--- config.mk ---
export PLATFORM = sky130hd
export DESIGN_NAME = gem_board_display
export DESIGN_NICKNAME = d
export VERILOG_FILES = /design/src/logic/gem_pkg.sv /design/src/logic/board_write_if.sv /design/src/logic/gem_board_display.sv /design/src/logic/pixel_colorizer.sv /design/src/logic/cell_locator.sv /design/src/logic/board_store.sv /design/src/logic/board_filler.sv /design/src/logic/gem_lfsr.sv
export SDC_FILE = /design/constraint.sdc
export NUM_CORES = 1
export LEC_CHECK = 0
export BUFFER_PORTS_ARGS = -buffer_cell sky130_fd_sc_hd__buf_2
export CORE_ASPECT_RATIO = 1.5
export CORE_MARGIN = 5
export CORE_UTILIZATION = 45
export CTS_BUF_LIST = sky130_fd_sc_hd__clkbuf_4 sky130_fd_sc_hd__clkbuf_8 sky130_fd_sc_hd__clkbuf_16
export CTS_CLUSTER_DIAMETER = 200
export DETAILED_ROUTE_END_ITERATION = 8
export PLACE_DENSITY = 0.57
export REMOVE_ABC_BUFFERS = 1
export SLEW_MARGIN = 20
export SYNTH_ARGS = -nofsm -noshare
export SYNTH_HDL_FRONTEND = slang
export SYNTH_SLANG_ARGS = --single-unit
--- constraint.sdc ---
create_clock -name clk -period 7.69 [get_ports clk]
set_input_delay 0 -clock clk [delete_from_list [all_inputs] [get_ports clk]]
set_output_delay 0 -clock clk [all_outputs]
set_load 0.005 [all_outputs]
--- src/logic/gem_pkg.sv ---
package gem_pkg;

    ////////////////////
    // board geometry

    // rows and columns of the square board
    localparam int BOARD_DIM = 8;

    // number of distinct gem kinds
    localparam int GEM_KINDS = 5;

    ////////////////////
    // vector types

    // row or column index
    typedef logic [2:0] cell_idx_t;

    // gem kind, 0 to GEM_KINDS-1
    typedef logic [2:0] gem_t;

    // lfsr state, never zero
    typedef logic [2:0] lfsr_t;

    // screen x or y position
    typedef logic [9:0] pix_coord_t;

    // 4 bits each of red, green, blue
    typedef logic [11:0] rgb_t;

    ////////////////////
    // fill fsm

    typedef enum logic {
        FILL,
        DONE
    } fill_state_t;

    ////////////////////
    // colours

    localparam rgb_t COLOR_WHITE = 12'hFFF;
    localparam rgb_t COLOR_BLACK = 12'h000;

    // one entry per gem kind
    localparam rgb_t GEM_PALETTE [GEM_KINDS] = '{
        12'hF00,
        12'h0F0,
        12'h00F,
        12'hFF0,
        12'hF0F
    };

endpackage
--- src/logic/board_write_if.sv ---
interface board_write_if import gem_pkg::*; ();

    // single cell write, taken on any clock edge with we high
    logic      we;
    cell_idx_t row;
    cell_idx_t col;
    gem_t      gem;

    modport writer (
        output we,
        output row,
        output col,
        output gem
    );

    modport store (
        input we,
        input row,
        input col,
        input gem
    );

endinterface

--- src/logic/gem_board_display.sv ---
module gem_board_display import gem_pkg::*; #(
    parameter lfsr_t LFSR_SEED    = 3'd1,
    parameter int    BOARD_X0     = 272,
    parameter int    BOARD_Y0     = 112,
    parameter int    CELL_SIZE    = 32,
    parameter int    SYMBOL_INSET = 4
) (
    input  logic       clk,
    input  logic       game_reset,
    input  logic       video_on,
    input  pix_coord_t pix_x,
    input  pix_coord_t pix_y,
    output rgb_t       graph_rgb,
    output logic       filling
);

    lfsr_t     random;
    cell_idx_t rd_row;
    cell_idx_t rd_col;
    gem_t      rd_gem;
    logic      in_symbol;

    board_write_if board_wr ();

    ////////////////////
    // fill path

    gem_lfsr #(
        .LFSR_SEED (LFSR_SEED)
    ) i_lfsr (
        .clk        (clk),
        .game_reset (game_reset),
        .random     (random)
    );

    board_filler i_filler (
        .clk        (clk),
        .game_reset (game_reset),
        .random     (random),
        .wr         (board_wr.writer),
        .filling    (filling)
    );

    board_store i_store (
        .clk        (clk),
        .game_reset (game_reset),
        .wr         (board_wr.store),
        .rd_row     (rd_row),
        .rd_col     (rd_col),
        .rd_gem     (rd_gem)
    );

    ////////////////////
    // pixel path

    cell_locator #(
        .BOARD_X0     (BOARD_X0),
        .BOARD_Y0     (BOARD_Y0),
        .CELL_SIZE    (CELL_SIZE),
        .SYMBOL_INSET (SYMBOL_INSET)
    ) i_locator (
        .pix_x     (pix_x),
        .pix_y     (pix_y),
        .cell_row  (rd_row),
        .cell_col  (rd_col),
        .in_symbol (in_symbol)
    );

    pixel_colorizer i_colorizer (
        .clk        (clk),
        .game_reset (game_reset),
        .video_on   (video_on),
        .in_symbol  (in_symbol),
        .gem        (rd_gem),
        .graph_rgb  (graph_rgb)
    );

endmodule

--- src/logic/pixel_colorizer.sv ---
module pixel_colorizer import gem_pkg::*; (
    input  logic clk,
    input  logic game_reset,
    input  logic video_on,
    input  logic in_symbol,
    input  gem_t gem,
    output rgb_t graph_rgb
);

    rgb_t rgb_next;

    ////////////////////
    // colour select

    // blanking wins over everything else
    always_comb begin
        if (!video_on) begin
            rgb_next = COLOR_BLACK;
        end else if (in_symbol) begin
            rgb_next = GEM_PALETTE[gem];
        end else begin
            rgb_next = COLOR_WHITE;
        end
    end

    ////////////////////
    // output register

    // one cycle from pixel position to colour
    always_ff @(posedge clk or posedge game_reset) begin
        if (game_reset) begin
            graph_rgb <= COLOR_BLACK;
        end else begin
            graph_rgb <= rgb_next;
        end
    end

endmodule

--- src/logic/cell_locator.sv ---
module cell_locator import gem_pkg::*; #(
    parameter int BOARD_X0     = 272,
    parameter int BOARD_Y0     = 112,
    parameter int CELL_SIZE    = 32,
    parameter int SYMBOL_INSET = 4
) (
    input  pix_coord_t pix_x,
    input  pix_coord_t pix_y,
    output cell_idx_t  cell_row,
    output cell_idx_t  cell_col,
    output logic       in_symbol
);

    // cell edge is a power of two, so the index is a plain shift
    localparam int CELL_SHIFT = $clog2(CELL_SIZE);
    localparam int BOARD_SPAN = BOARD_DIM * CELL_SIZE;

    localparam pix_coord_t X_LO     = pix_coord_t'(BOARD_X0);
    localparam pix_coord_t X_HI     = pix_coord_t'(BOARD_X0 + BOARD_SPAN);
    localparam pix_coord_t Y_LO     = pix_coord_t'(BOARD_Y0);
    localparam pix_coord_t Y_HI     = pix_coord_t'(BOARD_Y0 + BOARD_SPAN);
    localparam pix_coord_t POS_MASK = pix_coord_t'(CELL_SIZE - 1);
    localparam pix_coord_t SYM_LO   = pix_coord_t'(SYMBOL_INSET);
    localparam pix_coord_t SYM_HI   = pix_coord_t'(CELL_SIZE - SYMBOL_INSET - 1);

    pix_coord_t off_x;
    pix_coord_t off_y;
    pix_coord_t pos_x;
    pix_coord_t pos_y;
    logic       on_board;
    logic       sym_x;
    logic       sym_y;

    // offset from board origin, only meaningful when on_board
    assign off_x = pix_x - X_LO;
    assign off_y = pix_y - Y_LO;

    assign on_board = (pix_x >= X_LO) && (pix_x < X_HI) &&
                      (pix_y >= Y_LO) && (pix_y < Y_HI);

    ////////////////////
    // cell index and in-cell position

    assign cell_col = cell_idx_t'(off_x >> CELL_SHIFT);
    assign cell_row = cell_idx_t'(off_y >> CELL_SHIFT);

    assign pos_x = off_x & POS_MASK;
    assign pos_y = off_y & POS_MASK;

    // gem square, inset on all four sides
    assign sym_x = (pos_x >= SYM_LO) && (pos_x <= SYM_HI);
    assign sym_y = (pos_y >= SYM_LO) && (pos_y <= SYM_HI);

    assign in_symbol = on_board && sym_x && sym_y;

endmodule

--- src/logic/board_store.sv ---
module board_store import gem_pkg::*; (
    input  logic         clk,
    input  logic         game_reset,
    board_write_if.store wr,
    input  cell_idx_t    rd_row,
    input  cell_idx_t    rd_col,
    output gem_t         rd_gem
);

    // [row][col]
    gem_t cells [BOARD_DIM][BOARD_DIM];

    ////////////////////
    // write port

    always_ff @(posedge clk or posedge game_reset) begin
        if (game_reset) begin
            for (int r = 0; r < BOARD_DIM; r++) begin
                for (int c = 0; c < BOARD_DIM; c++) begin
                    cells[r][c] <= '0;
                end
            end
        end else if (wr.we) begin
            cells[wr.row][wr.col] <= wr.gem;
        end
    end

    ////////////////////
    // read port

    // straight from the pixel path, no register
    assign rd_gem = cells[rd_row][rd_col];

endmodule

--- src/logic/board_filler.sv ---
module board_filler import gem_pkg::*; (
    input  logic          clk,
    input  logic          game_reset,
    input  lfsr_t         random,
    board_write_if.writer wr,
    output logic          filling
);

    localparam cell_idx_t LAST_IDX = cell_idx_t'(BOARD_DIM - 1);

    // lfsr runs 1..7, values 1..GEM_KINDS map onto gems 0..GEM_KINDS-1
    localparam lfsr_t ACCEPT_MAX = lfsr_t'(GEM_KINDS);

    fill_state_t state;
    cell_idx_t   row;
    cell_idx_t   col;
    logic        accept;
    logic        last_cell;

    ////////////////////
    // write decision

    // values above ACCEPT_MAX are skipped, retry next clock
    assign accept    = (state == FILL) && (random <= ACCEPT_MAX);
    assign last_cell = (row == LAST_IDX) && (col == LAST_IDX);

    assign wr.we  = accept;
    assign wr.row = row;
    assign wr.col = col;
    assign wr.gem = gem_t'(random - lfsr_t'(1));

    assign filling = (state == FILL);

    ////////////////////
    // cell walk

    // row by row, column fastest
    always_ff @(posedge clk or posedge game_reset) begin
        if (game_reset) begin
            state <= FILL;
            row   <= '0;
            col   <= '0;
        end else if (accept) begin
            if (last_cell) begin
                state <= DONE;
            end
            if (col == LAST_IDX) begin
                col <= '0;
                row <= row + 1'b1;
            end else begin
                col <= col + 1'b1;
            end
        end
    end

endmodule

--- src/logic/gem_lfsr.sv ---
module gem_lfsr import gem_pkg::*; #(
    parameter lfsr_t LFSR_SEED = 3'd1
) (
    input  logic  clk,
    input  logic  game_reset,
    output lfsr_t random
);

    // galois taps for x^3 + x^2 + 1, right shifting
    localparam lfsr_t TAPS = 3'b110;

    lfsr_t state;
    lfsr_t state_next;

    // shift right, fold the output bit back through the taps
    always_comb begin
        state_next = state >> 1;
        if (state[0]) begin
            state_next = state_next ^ TAPS;
        end
    end

    always_ff @(posedge clk or posedge game_reset) begin
        if (game_reset) begin
            state <= LFSR_SEED;
        end else begin
            state <= state_next;
        end
    end

    assign random = state;

endmodule

==> results by group <==
Floorplan
  – Num ports: 36
  – Die Y: 189.1 µm
  – Initial core utilization: 45.67%
  – Die area: 24460 µm²
  – Core Region: between 20000 and 25000 µm²
  – FP Rows: 65
  – Die X: 129.4 µm

Pwr
  – Switch share: between 20% and 30%
  – Seq pwr share: 47.0%
  – Peak VDD IR: roughly 120 µV
  – Int Power: around 1.8 mW
  – PD cells: 214.2 nW/µm²
  – NetSw: roughly 0.54 mW
  – Clock Power Share: approximately 45%
  – Leakage power: between 4 and 5 nW
  – Combinational cell fraction of total power: ~7.7%

Synthesis
  – Yosys top cell area share: 53.06%
  – Synth top area cells: dfrtp_1 (53%), nand2_1 (8.7%), mux4_2 (7.5%)
  – Main synth FF type: dfrtp_1
  – FFs w/ async S/R, synth: 100.0%
  – Mapped Avg Cell Area: between 10 and 15 µm²
  – Synth cell types: 56
  – Synth Warn #: 0
  – Synthesized area: 9620 µm²
  – Post-synthesis register bit count: 205
  – Sequential area share after synthesis: roughly 53%
  – Number of synthesized flops with an enable pin: 0
  – Syn Inst Count: 936
  – Largest area contributor in the netlist: dfrtp_1

STA
  – Final hold violation count: 0
  – Max_slew headroom: 29.46%
  – RSZ-0062 raised after global routing: no
  – Count of final setup violators: 0
  – Max-slew violations: 0
  – Slew of the pin with the lowest slew margin: around 1100 ps
  – TNS Setup: 0 ps
  – Fmax: 280.8 MHz
  – Final Cycle Share: 46.30%
  – Fin crit period: 3561 ps
  – Hold WS: 56.98 ps
  – Worst Skew: 13.18 ps

Layout
  – Commonest non-fill, non-tap cell in the layout: nand2_1
  – Share of layout cells above drive strength 1: 14.83%
  – Nets: 990
  – Area growth syn-to-layout: 11.56%
  – Non-Filler Instances: between 1000 and 1500
  – Ant diodes: 0
  – Most frequent cells in the layout: nand2_1 (224), dfrtp_1 (204), o21ai_0 (136), nor2_1 (71), a21oi_1 (49)
  – Total of fill cells in the finished design: approximately 1900

Global route
  – First-pass GRT wire length: about 38 mm
  – Grt ovf: 0
  – Vias in the first global route: 6835
  – Initial antenna violation count: 0
  – Overall Global Routing Usage: 19.98%
  – Largest net degree at the start of global routing: 144

Clock tree
  – Num Clock Sinks: 205
  – Skew-Pair Late Insertion Delay: 500 ps
  – CTS max path bufs: 3
  – Clk root buf: clkbuf_16
  – Htree depth: 1
  – Worst-path clk slew: 60 ps
  – Post-CTS Resized: 0
  – Post-CTS Hold Fix Bufs: 5
  – CTS tree: built
  – CTS Buf Count: 21
  – Post-CTS setup buffer count: 0

Setup path
  – Worst-path cell chain: buf_2 > ha_2 > xor2_4 > buf_4 > mux4_2 > mux2i_1 > o21ai_0 > o21ai_0 > o21ai_1 > ha_1 > o21a_1 > dlygate4sd3_1
  – WS Path Type: input port to flip-flop
  – Crit path top cell by count: o21ai_0
  – CP Data Arrival Time: 3940 ps
  – Max stage delay cell, worst path: buf_4
  – Worst path top cell family by delay: buffers and inverters
  – R2r worst-path depth: 9
  – Worst Setup End Kind: flip-flop
  – Buf+Inv Stages, Crit Path: 3
  – Number of cells on the critical path: 12
  – Maximum fanout along the worst path: 44
  – CP peak stage delay: 700 ps
  – Worst setup SP type: input port
  – Crit path required time: 8070 ps

Drt
  – Avg Vias per Cell: 5.427
  – Vias: approximately 6700
  – Post-route DRC violation count: 0
  – Total Wirelength: about 24 mm
  – TritonRoute pass-1 iters: 4
  – Wire per inst: 19.11 µm
  – Post-DRT Antenna Nets: 0
  – DR iter-0 viols: roughly 430

Run status
  – Outcome: finished clean

Placement
  – Post-DP HPWL: 14.94 mm
  – GP Congestion: 0.7937
  – Port bufs: 33
  – Dpl cells: 1196

Worst hold path
  – Cells on Worst Hold Path: 5
  – Hold WC Path Type: input port to flip-flop

Job
  – Max-cap violation count: 0
==> stage by stage <==
stage | total power [mW] | util, % | worst slack, ps | area [µm²]
after floorplan | 1.221 | - | 2096 | 9315
after global placement | 1.276 | 47.25 | 4062 | 9952
after detailed placement | 1.277 | 47.25 | 4038 | 9952
after CTS | 2.329 | 50.82 | 4115 | 10710
after global routing | 2.388 | 50.95 | 3945 | 10730
final | 2.299 | 50.95 | 4129 | 10730
==> per-layer routing <==
metal | GRT usage [%] | vias up | share of wire, %
li1 | - | 3320 | -
met1 | 27.84 | 3224 | 43
met2 | 33.07 | 142 | 49
met3 | 2.766 | 38 | 5.2
met4 | 4.931 | 0 | 2.6
met5 | 0 | - | 0
==> flip-flops by register name, indices dropped and copies added (netlist names) <==
register	flops
i_store.cells	192
i_colorizer.graph_rgb	3
i_filler.wr.col	3
i_filler.wr.row	3
i_lfsr.random	3
i_filler.state	1
==> worst paths after layout <==
kind,startpoint,to,slack [ps]
max,pix_y[4],i_colorizer.graph_rgb[3]$_DFF_PP0_,4130
min,pix_x[4],i_colorizer.graph_rgb[10]$_DFF_PP0_,60
max reg2reg,i_lfsr.random[0]$_DFF_PP1_,i_store.cells[75]$_DFFE_PP0P_,4640
min reg2reg,i_lfsr.random[1]$_DFF_PP0_,i_lfsr.random[0]$_DFF_PP1_,390
max in group asynchronous,game_reset,i_store.cells[163]$_DFFE_PP0P_,6010
min in group asynchronous,game_reset,i_store.cells[126]$_DFFE_PP0P_,70
==> power groups by stage <==
stage / combinational [mW] / clock, mW / sequential, mW
after floorplan: 0.120 / 0 / 1.10
after CTS: 0.179 / 1.07 / 1.08
after global placement: 0.176 / 0 / 1.10
after detailed placement: 0.177 / 0 / 1.10
after global routing: 0.196 / 1.11 / 1.08
final: 0.178 / 1.04 / 1.08
==> worst min-delay path, cell delays in order <==
cell,delay (ps)
buf_2,110
a21oi_1,60
o211ai_1,100
or2_1,130
o21a_1,110
==> cells in the mapped netlist, types with 8 or more instances <==
cell	n
o21ai_0	136
nand3_1	15
dfrtp_1	204
a21oi_1	49
inv_1	9
mux4_2	32
mux2i_1	12
ha_1	10
nor2_1	71
buf_4	12
mux4_1	8
nand2_1	224
clkbuf_1	28
o21ai_1	17
==> cells by family after synthesis <==
group | count (synthesis) | share of synthesized area [%]
buffers and inverters | 64 | 3.564
AND/OR/NAND/NOR | 355 | 15.70
adder cells (fa/ha/maj) | 10 | 1.301
multiplexers | 59 | 11.78
XOR/XNOR | 11 | 1.236
AO/OA/AOI/OAI | 232 | 13.08
flip-flops | 205 | 53.34
==> area by class of cell <==
| cell class | instances | area [µm²] | area share (%) |
|---|---|---|---|
| flip-flops and latches | 205 | 5131 | 47.81 |
| multi-input cells | 667 | 4178 | 38.93 |
| clock buffers | 26 | 588.1 | 5.479 |
| repair buffers | 52 | 340.3 | 3.171 |
| well taps | 268 | 335.3 | 3.124 |
| clock inverters | 11 | 115.1 | 1.073 |
| inverters | 10 | 45.04 | 0.4197 |
Note: power is estimated with default switching activity, not from simulation.
